### config.mk
export PLATFORM = sky130hd
export DESIGN_NAME = dac_board_top
export DESIGN_NICKNAME = d
export VERILOG_FILES = /design/src/cmd_pkg.sv /design/src/dac_cfg_pkg.sv /design/src/dac_board_top.sv /design/src/dac_cmd_controller.sv /design/src/ldac_pulse_gen.sv /design/src/dac_serial_bank.sv
export SDC_FILE = /design/constraint.sdc
export NUM_CORES = 1
export LEC_CHECK = 0
export BUFFER_PORTS_ARGS = -buffer_cell sky130_fd_sc_hd__buf_2
export CORE_ASPECT_RATIO = 0.8
export CORE_MARGIN = 2
export CORE_UTILIZATION = 33
export CTS_CLUSTER_SIZE = 12
export DETAILED_ROUTE_END_ITERATION = 16
export GPL_ROUTABILITY_DRIVEN = 0
export GPL_TIMING_DRIVEN = 0
export MAX_ROUTING_LAYER = met4
export PLACE_DENSITY = 0.51
export RECOVER_POWER = 50
export SLEW_MARGIN = 20
export SYNTH_ARGS = -nofsm -noshare
export SYNTH_HDL_FRONTEND = slang
export SYNTH_SLANG_ARGS = --single-unit
### constraint.sdc
create_clock -name CLK100MHZ -period 3.1 [get_ports CLK100MHZ]
set_input_delay 0.465 -clock CLK100MHZ [delete_from_list [all_inputs] [get_ports CLK100MHZ]]
set_output_delay 0.465 -clock CLK100MHZ [all_outputs]
set_load 0.01 [all_outputs]
### src/cmd_pkg.sv
package cmd_pkg;

    //////////////////////////////////////////////////////////////////////
    // Command side
    //////////////////////////////////////////////////////////////////////

    // Known opcodes
    // Zero and values above OP_SET_LDAC_LEN are unknown commands
    typedef enum logic [3:0] {
        OP_WRITE_REG    = 4'h1,
        OP_LD           = 4'h2,
        OP_LDAC         = 4'h3,
        OP_SET_LDAC_LEN = 4'h4
    } opcode_e;

    // Payload byte count required by WRITE REG
    parameter logic [7:0] WRITE_REG_BYTES = 8'd4;

    // One parsed command
    typedef struct packed {
        // Strobe, one cycle
        logic        valid;
        opcode_e     opcode;
        // Payload byte count as received
        logic [7:0]  length;
        // Mask in [31:24], data word in [23:0]
        // LDAC LENGTH takes its width from [7:0]
        logic [31:0] payload;
    } cmd_t;

    //////////////////////////////////////////////////////////////////////
    // Reply side
    //////////////////////////////////////////////////////////////////////

    typedef enum logic [1:0] {
        RPL_NONE         = 2'd0,
        RPL_WRONG_LENGTH = 2'd1,
        RPL_UNKNOWN_CMD  = 2'd2
    } reply_code_e;

    // Error reply, valid for one cycle
    typedef struct packed {
        logic        valid;
        reply_code_e code;
        // Received length, or zero for an unknown command
        logic [7:0]  arg;
    } reply_t;

endpackage

### src/dac_cfg_pkg.sv
package dac_cfg_pkg;

    //////////////////////////////////////////////////////////////////////
    // DAC serial word
    //////////////////////////////////////////////////////////////////////

    // Bits shifted out per frame
    parameter int DAC_DATA_WIDTH = 24;

    // Channel select mask, top byte of the command payload
    parameter int MASK_WIDTH = 8;

    // Fixed word sent by LD
    parameter logic [DAC_DATA_WIDTH-1:0] LD_WORD = 24'h004000;

    // LDAC low width setting after reset
    // Low time is this value plus 2 clock cycles
    parameter logic [7:0] LDAC_LEN_DEFAULT = 8'd40;

    // One DAC data word
    typedef logic [DAC_DATA_WIDTH-1:0] dac_word_t;

    //////////////////////////////////////////////////////////////////////
    // Pin bundle
    //////////////////////////////////////////////////////////////////////

    // Serial lines of one DAC chip
    typedef struct packed {
        // Chip select, active low
        logic cs_n;
        // Serial clock, idles low
        logic sclk;
        // Serial data, MSB first
        logic sdi;
    } dac_pins_t;

endpackage
### src/dac_board_top.sv
`timescale 1ns/1ps

module dac_board_top #(
    parameter int NUM_CHANNELS = 8
) (
    input  logic                                      CLK100MHZ,
    input  logic                                      rst_n,
    input  cmd_pkg::cmd_t                             cmd,
    output logic                                      cmd_ready,
    output cmd_pkg::reply_t                           reply,
    output dac_cfg_pkg::dac_pins_t [NUM_CHANNELS-1:0] dac_pins,
    output logic                                      ldac_n
);
    import dac_cfg_pkg::*;

    //////////////////////////////////////////////////////////////////////
    // Controller to workers
    //////////////////////////////////////////////////////////////////////

    // Serial bank
    logic [NUM_CHANNELS-1:0] dac_start;
    logic [NUM_CHANNELS-1:0] dac_busy;
    dac_word_t               dac_word;

    // LDAC strobe
    logic                    ldac_start;
    logic [7:0]              ldac_len;
    logic                    ldac_busy;

    // Command FSM, owns the LDAC width and the replies
    dac_cmd_controller #(
        .NUM_CHANNELS (NUM_CHANNELS)
    ) u_ctrl (
        .CLK100MHZ  (CLK100MHZ),
        .rst_n      (rst_n),
        .cmd        (cmd),
        .cmd_ready  (cmd_ready),
        .reply      (reply),
        .dac_start  (dac_start),
        .dac_word   (dac_word),
        .dac_busy   (dac_busy),
        .ldac_start (ldac_start),
        .ldac_len   (ldac_len),
        .ldac_busy  (ldac_busy)
    );

    // One frame shifter per DAC chip
    dac_serial_bank #(
        .NUM_CHANNELS (NUM_CHANNELS)
    ) u_bank (
        .CLK100MHZ (CLK100MHZ),
        .rst_n     (rst_n),
        .dac_start (dac_start),
        .dac_word  (dac_word),
        .dac_busy  (dac_busy),
        .dac_pins  (dac_pins)
    );

    // Shared load strobe
    ldac_pulse_gen u_ldac (
        .CLK100MHZ  (CLK100MHZ),
        .rst_n      (rst_n),
        .ldac_start (ldac_start),
        .ldac_len   (ldac_len),
        .ldac_busy  (ldac_busy),
        .ldac_n     (ldac_n)
    );

endmodule

### src/dac_cmd_controller.sv
`timescale 1ns/1ps

module dac_cmd_controller #(
    parameter int NUM_CHANNELS = 8
) (
    input  logic                    CLK100MHZ,
    input  logic                    rst_n,
    input  cmd_pkg::cmd_t           cmd,
    output logic                    cmd_ready,
    output cmd_pkg::reply_t         reply,
    output logic [NUM_CHANNELS-1:0] dac_start,
    output dac_cfg_pkg::dac_word_t  dac_word,
    input  logic [NUM_CHANNELS-1:0] dac_busy,
    output logic                    ldac_start,
    output logic [7:0]              ldac_len,
    input  logic                    ldac_busy
);
    import dac_cfg_pkg::*;
    import cmd_pkg::*;

    typedef enum logic [1:0] {
        ST_IDLE,
        ST_WAIT_BUSY_ON,
        ST_WAIT_BUSY_OFF,
        ST_LDAC_ACTIVE
    } state_e;

    state_e                  state;
    logic                    accept;
    // Full mask from the payload top byte
    logic [MASK_WIDTH-1:0]   cmd_mask;
    // Mask bits of channels that exist
    logic [NUM_CHANNELS-1:0] chan_mask;

    //////////////////////////////////////////////////////////////////////
    // Handshake and decode
    //////////////////////////////////////////////////////////////////////

    // Idle also means no reply going out this cycle
    // Keeps back-to-back errors from merging into a 2-cycle reply
    assign cmd_ready = (state == ST_IDLE) && !reply.valid;

    assign accept = cmd.valid && cmd_ready;

    assign cmd_mask  = cmd.payload[DAC_DATA_WIDTH +: MASK_WIDTH];
    // Upper mask bits dropped when fewer channels are built
    assign chan_mask = cmd_mask[NUM_CHANNELS-1:0];

    //////////////////////////////////////////////////////////////////////
    // Main FSM
    //////////////////////////////////////////////////////////////////////

    always_ff @(posedge CLK100MHZ or negedge rst_n) begin
        if (!rst_n) begin
            state      <= ST_IDLE;
            dac_start  <= '0;
            ldac_start <= 1'b0;
            ldac_len   <= LDAC_LEN_DEFAULT;
            reply      <= '{valid: 1'b0, code: RPL_NONE, arg: 8'd0};
        end else begin
            // Single-cycle strobes
            reply.valid <= 1'b0;
            ldac_start  <= 1'b0;

            case (state)
                ST_IDLE: begin
                    if (accept) begin
                        case (cmd.opcode)
                            OP_WRITE_REG: begin
                                // Length first, even with an empty mask
                                if (cmd.length != WRITE_REG_BYTES) begin
                                    reply <= '{valid: 1'b1,
                                               code:  RPL_WRONG_LENGTH,
                                               arg:   cmd.length};
                                end else if (chan_mask != '0) begin
                                    dac_start <= chan_mask;
                                    state     <= ST_WAIT_BUSY_ON;
                                end
                            end
                            OP_LD: begin
                                // No length check for LD
                                if (chan_mask != '0) begin
                                    dac_start <= chan_mask;
                                    state     <= ST_WAIT_BUSY_ON;
                                end
                            end
                            OP_LDAC: begin
                                ldac_start <= 1'b1;
                                state      <= ST_LDAC_ACTIVE;
                            end
                            OP_SET_LDAC_LEN: begin
                                ldac_len <= cmd.payload[7:0];
                            end
                            default: begin
                                reply <= '{valid: 1'b1,
                                           code:  RPL_UNKNOWN_CMD,
                                           arg:   8'd0};
                            end
                        endcase
                    end
                end

                // Start held until the bank reports a frame
                ST_WAIT_BUSY_ON: begin
                    if (|dac_busy) begin
                        dac_start <= '0;
                        state     <= ST_WAIT_BUSY_OFF;
                    end
                end

                // Lockstep channels, all finish together
                ST_WAIT_BUSY_OFF: begin
                    if (dac_busy == '0) begin
                        state <= ST_IDLE;
                    end
                end

                // Busy rises a cycle after the start pulse
                ST_LDAC_ACTIVE: begin
                    if (!ldac_start && !ldac_busy) begin
                        state <= ST_IDLE;
                    end
                end

                default: begin
                    state <= ST_IDLE;
                end
            endcase
        end
    end

    //////////////////////////////////////////////////////////////////////
    // Data word to the bank
    //////////////////////////////////////////////////////////////////////

    // Stable from acceptance until the controller is idle again
    always_ff @(posedge CLK100MHZ) begin
        if (accept) begin
            if (cmd.opcode == OP_LD) begin
                dac_word <= LD_WORD;
            end else if (cmd.opcode == OP_WRITE_REG) begin
                dac_word <= cmd.payload[DAC_DATA_WIDTH-1:0];
            end
        end
    end

endmodule

### src/ldac_pulse_gen.sv
`timescale 1ns/1ps

module ldac_pulse_gen (
    input  logic       CLK100MHZ,
    input  logic       rst_n,
    input  logic       ldac_start,
    input  logic [7:0] ldac_len,
    output logic       ldac_busy,
    output logic       ldac_n
);

    //////////////////////////////////////////////////////////////////////
    // Pulse timer
    //////////////////////////////////////////////////////////////////////

    // Cycles left after the current one
    // One bit wider than ldac_len since it loads len+1
    logic [8:0] remaining;

    // Strobe low for len+2 cycles
    // Shared by every DAC chip, so the edge is slow and needs the margin
    always_ff @(posedge CLK100MHZ or negedge rst_n) begin
        if (!rst_n) begin
            ldac_busy <= 1'b0;
            remaining <= '0;
        end else if (!ldac_busy) begin
            // Start only from idle
            if (ldac_start) begin
                ldac_busy <= 1'b1;
                remaining <= {1'b0, ldac_len} + 9'd1;
            end
        end else if (remaining == '0) begin
            // Last low cycle done
            ldac_busy <= 1'b0;
        end else begin
            remaining <= remaining - 9'd1;
        end
    end

    //////////////////////////////////////////////////////////////////////
    // Pin
    //////////////////////////////////////////////////////////////////////

    // Low exactly while busy, high out of reset
    assign ldac_n = ~ldac_busy;

endmodule

### src/dac_serial_bank.sv
`timescale 1ns/1ps

module dac_serial_bank #(
    parameter int NUM_CHANNELS = 8
) (
    input  logic                                      CLK100MHZ,
    input  logic                                      rst_n,
    input  logic [NUM_CHANNELS-1:0]                   dac_start,
    input  dac_cfg_pkg::dac_word_t                    dac_word,
    output logic [NUM_CHANNELS-1:0]                   dac_busy,
    output dac_cfg_pkg::dac_pins_t [NUM_CHANNELS-1:0] dac_pins
);
    import dac_cfg_pkg::*;

    // Bit counter runs 0..DAC_DATA_WIDTH
    localparam int CNT_W = $clog2(DAC_DATA_WIDTH + 1);

    //////////////////////////////////////////////////////////////////////
    // Per-channel frame shifter
    //////////////////////////////////////////////////////////////////////

    // Frame per channel
    //   cycle 0     cs_n low, sclk low, sdi = bit 23
    //   odd cycles  sclk high, DAC samples sdi
    //   even cycles sclk low, next bit on sdi
    //   after last fall, cs_n back high
    for (genvar i = 0; i < NUM_CHANNELS; i++) begin : g_chan

        // Word being shifted, MSB is on the pin
        dac_word_t        shreg;
        // Bits already clocked out
        logic [CNT_W-1:0] bit_cnt;
        // Frame in progress, also drives cs_n
        logic             busy_q;
        logic             sclk_q;
        logic             frame_done;

        // All bits sent and sclk back low
        assign frame_done = (bit_cnt == CNT_W'(DAC_DATA_WIDTH));

        always_ff @(posedge CLK100MHZ or negedge rst_n) begin
            if (!rst_n) begin
                busy_q  <= 1'b0;
                sclk_q  <= 1'b0;
                bit_cnt <= '0;
                // Keeps sdi low out of reset
                shreg   <= '0;
            end else if (!busy_q) begin
                // Idle, wait for start
                if (dac_start[i]) begin
                    busy_q  <= 1'b1;
                    sclk_q  <= 1'b0;
                    shreg   <= dac_word;
                    bit_cnt <= '0;
                end
            end else if (frame_done) begin
                // One cycle after the last falling edge
                busy_q <= 1'b0;
            end else if (!sclk_q) begin
                // Rising edge, data already stable
                sclk_q <= 1'b1;
            end else begin
                // Falling edge, move to next bit
                sclk_q  <= 1'b0;
                shreg   <= {shreg[DAC_DATA_WIDTH-2:0], 1'b0};
                bit_cnt <= bit_cnt + 1'b1;
            end
        end

        assign dac_busy[i] = busy_q;

        // Shift register empties to zero, so sdi idles low
        assign dac_pins[i] = '{
            cs_n: ~busy_q,
            sclk: sclk_q,
            sdi:  shreg[DAC_DATA_WIDTH-1]
        };

    end

endmodule

==> results.json, run 1 <==
{
  "drc": 0,
  "synth_area_leader_cell": "dfrtp_1",
  "grt_pass1_wl_um": 62100,
  "critPathLaunchType": "register",
  "drv_slew": 0,
  "post-route-min-period_ns": 2.58,
  "drt-total-wl_um": 38700,
  "num-fill-cells": 4441,
  "clk_path_buf_depth": 3,
  "async_flop_share_pct": 92.3,
  "h-tree-depth": 2,
  "fin_util_pct": 38.6,
  "min-delay-start": "cmd[28]",
  "cts_tree": "built",
  "io_buffers": 82,
  "synthTopCellsByArea": "dfrtp_1 (48%), mux2i_1 (14%), o21ai_0 (6.7%), nand2_1 (5.2%), edfxtp_1 (4.8%)",
  "gr-total-overflow": 0,
  "avgSynthCellArea_um2": 10.2,
  "num_rows": 69,
  "synth_cell_types": 61,
  "slew_headroom_pct": 10.2,
  "synthTopCellsByCount": "dfrtp_1 (286), nand2_1 (206), mux2i_1 (203), o21ai_0 (200), nor2_1 (62)",
  "dpl-instance-area_um2": 16200,
  "arrival_ns": 2.11,
  "clk_pin_slew_ns": 0.06,
  "skew_ns": 0.0119,
  "rsz0062_at_grt": "no",
  "clock_sinks": 312,
  "leakagePower_nw": 8.53,
  "end_kind": "primary output",
  "r2r_setup_slack_ns": 0.66,
  "crit_type": "register to primary output",
  "total_power_mw": 9.58,
  "synth_cells": 1455,
  "max_cap_viol_count": 0,
  "ys_warn_count": 0,
  "vias_per_cell": 4.89,
  "grt_max_degree": 94,
  "hold_viol": 0,
  "io_pins": 84,
  "start_util_pct": 33.5,
  "dp_hpwl_um": 26200,
  "grt_use_total_pct": 17.2,
  "cts.root.buffer_cell": "clkbuf_16",
  "area_growth_pct": 15.3,
  "internal-power_mw": 7.10,
  "worst_slack_ns": 0.520,
  "ys_ff_latch": 312,
  "p_sw_share_pct": 25.9,
  "dieArea_um2": 46900,
  "grt_antenna_before_repair": 1,
  "coreArea_um2": 44500,
  "first_global_vias": 10600,
  "pre_cts_slack_ns": 0.561,
  "path_max_fanout": 10,
  "r2r-start": "u_ctrl.state[0]$_DFFE_PN0P_",
  "die_h_um": 194,
  "pwr_density_cell_nw_per_um2": 558,
  "dr.pass1.iters": 5,
  "worstSkewPairLatency_ns": 0.52,
  "cp.required_ns": 2.63,
  "synth_nets": 1520,
  "status": "finished, final reports clean",
  "power_switching_mw": 2.48,
  "drive_above_1_share_pct": 10.6,
  "yosysMostFrequentCell": "dfrtp_1",
  "first_iter_violations": 725,
  "ctsHoldBuffers": 1,
  "ys_seq_area_share_pct": 53.2,
  "die_w_um": 242,
  "finalNetCount": 1643,
  "setup_viol": 0,
  "clkPwrFrac_pct": 41.7,
  "synth-edff-count": 24,
  "vias": 10800,
  "tightest_slew_ns": 1.35,
  "p_seq_share_pct": 48.3,
  "synth_top_area_share_pct": 48.0,
  "startpoint": "u_bank.g_chan[1].busy_q$_DFF_PN0_",
  "syn_area_um2": 14900,
  "fmax_mhz": 388,
  "cts_setup_buffers": 0,
  "fin_area_um2": 17200,
  "wl_per_cell_um": 17.5,
  "post-route-period-util_pct": 83.2,
  "postCtsResizedCells": 0,
  "hold_class": "input pin to register",
  "cts_made_buffers": 35,
  "ir_drop_uv": 312,
  "yosys_most_used_dff": "dfrtp_1",
  "comb_power_share_pct": 10.1,
  "ant_nets": 0
}
## layout make-up
cell class	instances	area, um2	share of cell area [%]
diodes	1	2.50	0.0146
plain buffers	125	553	3.22
clock buffers	54	1020	5.94
clock inverters	6	58.8	0.342
inverters	46	173	1.01
multi-input cells	972	6240	36.3
flip-flops and latches	312	7930	46.2
well taps	603	754	4.39
repair buffers	86	448	2.61
## per-layer routing
layer	vias to the layer above	track usage (%)	share of wire (%)
li1	5251	-	-
met1	5288	25.0	52
met2	183	25.0	43
met3	51	2.81	3.8
met4	0	3.80	1.7
met5	-	-	0
## critical path: stages (launching register included)
cell	delay, ns
dfrtp_1	0.32
clkbuf_1	0.38
buf_2	0.37
buf_2	0.33
inv_1	0.06
buf_2	0.14
## state kept, by name, indices dropped and copies added, names as in the netlist
| signal | flops |
|---|---|
| u_bank.g_chan.bit_cnt | 40 |
| u_ldac.ldac_busy | 1 |
| u_ctrl.dac_word | 24 |
| u_ctrl.reply | 11 |
| u_ctrl.ldac_start | 1 |
| u_ctrl.state | 2 |
| u_ctrl.ldac_len | 8 |
| u_bank.g_chan.sclk_q | 8 |
| u_ctrl.dac_start | 8 |
| u_ldac.remaining | 9 |
| u_bank.g_chan.busy_q | 8 |
| u_bank.g_chan.shreg | 192 |
## path summary, 6_finish.rpt
kind	cells past startpoint	endpoint
worst max register to register	5	u_ctrl.dac_start[5]$_DFFE_PN0P_
worst max-delay path	5	dac_pins[5]
max in group asynchronous	4	u_bank.g_chan[4].sclk_q$_DFFE_PN0P_
worst min-delay path	3	u_ctrl.dac_start[4]$_DFFE_PN0P_
min in group asynchronous	2	u_bank.g_chan[1].bit_cnt[0]$_DFFE_PN0P_
worst min register to register	2	u_bank.g_chan[4].shreg[9]$_DFFE_PN0P_
## power by group through the flow
stage | logic, mW | clock network [mW] | registers, mW
after floorplan | 0.607 | 0 | 4.61
after global placement | 0.970 | 0 | 4.69
after detailed placement | 0.995 | 0 | 4.69
after CTS | 1.00 | 4.12 | 4.62
after global routing | 1.09 | 4.30 | 4.66
final | 0.963 | 3.99 | 4.63
## per-stage QoR
stage | TNS, ns | cells | hold WS [ns]
3_5_place_dp | 0 | 2143 | 0.393
4_1_cts | 0 | 2204 | 0.168
2_1_floorplan | 0 | 1455 | 0.169
3_3_place_gp | -1194.26 | 2140 | 0.460
6_report | 0 | 2205 | 0.190
5_1_grt | 0 | 2205 | 0.178
## cells by family (layout without fill, tap and decap cells)
kind of cell / Yosys count / after routing / synth area share [%]
AND/OR/NAND/NOR: 415 / 415 / 13.2
flip-flops: 312 / 312 / 53.2
AO/OA/AOI/OAI: 298 / 298 / 11.0
multiplexers: 215 / 215 / 14.5
buffers and inverters: 171 / 317 / 4.92
XOR/XNOR: 26 / 26 / 1.53
adder cells (fa/ha/maj): 18 / 18 / 1.51
other: 0 / 1 / 0
## layout by cell type, fill, tap and decap left out, drive strengths merged, types with 6 or more instances in the layout
master	count
o21ai	202
buf	125
inv	47
nand2	206
a21oi	48
ha	18
and2	7
a31oi	7
nand2b	8
mux2	12
xor2	15
or2	6
mux2i	203
nor4	7
xnor2	11
nor3b	6
edfxtp	24
nand3	25
dfrtp	286
nand4b	6
nor2b	38
or3	11
nand4	12
nor2	62
a21o	8
clkbuf	139
Power figures use the tool's default switching activity.
==> run 2, diff against run 1 <==
clock period = 2.7 ns   (was 3.1 ns; I/O delays follow)
==> run 2 against run 1 <==
Net effect: wire length about the same; combinational power is 15% higher; sequential cell count did not move; utilization about the same; non-clock buffer count unchanged; critical path type unchanged; largest cell class unchanged.
==> results.json, run 2 (synthesis gave the netlist of run 1 again) <==
{
  "drive_above_1_share_pct": 10.6,
  "arrival_ns": 2.15,
  "dpl-instance-area_um2": 16200,
  "ant_nets": 0,
  "num_rows": 69,
  "cts_made_buffers": 35,
  "worst-path-buf-inv": 5,
  "dieArea_um2": 46900,
  "dr.pass1.iters": 5,
  "wl_met3_um": 1670,
  "wl_met2_um": 16600,
  "ctsHoldBuffers": 1,
  "tightest_slew_ns": 1.22,
  "max_stage_delay_ns": 0.41,
  "first_global_vias": 10600,
  "hold_ws_ns": 0.130,
  "critPathSlowestCell": "clkbuf_1",
  "layout_commonest_cell": "dfrtp_1",
  "slew_headroom_pct": 18.7,
  "coreArea_um2": 44500,
  "total_power_mw": 11.0,
  "cp_top_family": "buffers and inverters",
  "wl_per_cell_um": 17.5,
  "end_kind": "primary output",
  "path_cells": "clkbuf_1 > buf_2 > buf_2 > inv_1 > buf_2",
  "gr-total-overflow": 0,
  "skew_ns": 0.0119,
  "fmax_mhz": 391,
  "hold_viol": 0,
  "status": "finished, final reports clean",
  "largest_reg_flops": 192,
  "top_regs": "u_bank.g_chan.shreg: 192 flops, u_bank.g_chan.bit_cnt: 40 flops, u_ctrl.dac_word: 24 flops",
  "fin_area_um2": 17200,
  "critPathLaunchType": "register",
  "grt_use_total_pct": 17.2,
  "cts_tree": "built",
  "io_pins": 84,
  "die_w_um": 242,
  "postCtsResizedCells": 0,
  "largest-register": "u_bank.g_chan.shreg",
  "drv_slew": 0,
  "rsz0062_at_grt": "no",
  "ir_drop_uv": 358,
  "finalNetCount": 1643,
  "cp.required_ns": 2.30,
  "worstSkewPairLatency_ns": 0.52,
  "first_iter_violations": 715,
  "m1WireLength_um": 19800,
  "dr.max_layer_used": "met4",
  "h-tree-depth": 2,
  "setup_viol": 0,
  "layout_common_cells": "dfrtp_1 (286), nand2_1 (206), mux2i_1 (203)",
  "vias_per_cell": 4.89,
  "drc": 0,
  "area_growth_pct": 15.4,
  "leakagePower_nw": 8.53,
  "io_buffers": 82,
  "crit_type": "register to primary output",
  "path_max_fanout": 10,
  "clk_path_buf_depth": 3,
  "cts_setup_buffers": 0,
  "die_h_um": 194,
  "start_util_pct": 33.5,
  "vias": 10800,
  "post-route-min-period_ns": 2.56,
  "crit_top_cell": "buf_2",
  "grt_max_degree": 94,
  "grt_antenna_before_repair": 1,
  "hold_class": "input pin to register",
  "max_cap_viol_count": 0,
  "grt_pass1_wl_um": 62100,
  "clock_sinks": 312,
  "clk_pin_slew_ns": 0.06,
  "cts.root.buffer_cell": "clkbuf_16",
  "drt-total-wl_um": 38700,
  "pwr_density_cell_nw_per_um2": 640,
  "post-route-period-util_pct": 94.7,
  "dp_hpwl_um": 26200
}
run 2: changes by cell type in the layout (fill, tap and decap cells not counted), sizes merged:
cell / previous run / this run
buf: 125 / 126
clkbuf: 139 / 138
diode: 1 / 2
run 2: power by group:
| part | leakage (nW) | internal, mW | switching (mW) |
|---|---|---|---|
| combinational | 3.93 | 0.460 | 0.649 |
| sequential | 4.08 | 5.00 | 0.313 |
| clock | 0.528 | 2.69 | 1.89 |
run 2: final cells by class:
| type | count | area (um2) |
|---|---|---|
| antenna | 2 | 5.00 |
| inverter | 46 | 173 |
| sequential | 312 | 7930 |
| multi-input combinational | 972 | 6240 |
| fill | 4438 | 27300 |
| timing repair buffer | 86 | 462 |
| buffer | 125 | 553 |
| tap | 603 | 754 |
| clock buffer | 54 | 1020 |
| clock inverter | 6 | 58.8 |
run 2: worst register-to-register path: stages, from the launching register on:
cell and delay, ns:
dfrtp_1 0.47, nor4b_4 0.45, and3_2 0.72, nor3b_1 0.27, buf_4 0.24, mux2i_1 0.22
run 2: stage by stage:
step,setup WS [ns],cells,setup TNS (ns),util (%)
CTS,0.114,2204,0,38.8
global route,0.0355,2205,0,38.7
floorplan,0.439,1455,0,-
finish,0.144,2206,0,38.7
global placement,-4.53,2140,-1293.97,36.1
detailed placement,0.183,2143,0,36.4
run 2: final timing paths:
path | startpoint | to | slack, ns | cells after the start
min in group asynchronous | rst_n | u_bank.g_chan[1].bit_cnt[0]$_DFFE_PN0P_ | 0.67 | 2
hold reg to reg | u_bank.g_chan[6].shreg[3]$_DFFE_PN0P_ | u_bank.g_chan[6].shreg[3]$_DFFE_PN0P_ | 0.48 | 2
setup / recovery | u_bank.g_chan[1].busy_q$_DFF_PN0_ | dac_pins[5] | 0.14 | 5
hold / removal | cmd[28] | u_ctrl.dac_start[4]$_DFFE_PN0P_ | 0.13 | 3
setup reg to reg | u_ctrl.state[0]$_DFFE_PN0P_ | u_ctrl.dac_start[5]$_DFFE_PN0P_ | 0.26 | 5
max in group asynchronous | rst_n | u_bank.g_chan[6].shreg[13]$_DFFE_PN0P_ | 0.56 | 3
run 2: metal layers:
layer | global-route usage, % | up-vias
met4 | 3.80 | 0
met2 | 25.0 | 197
met3 | 2.81 | 51
li1 | - | 5252
met1 | 25.0 | 5290
met5 | - | -
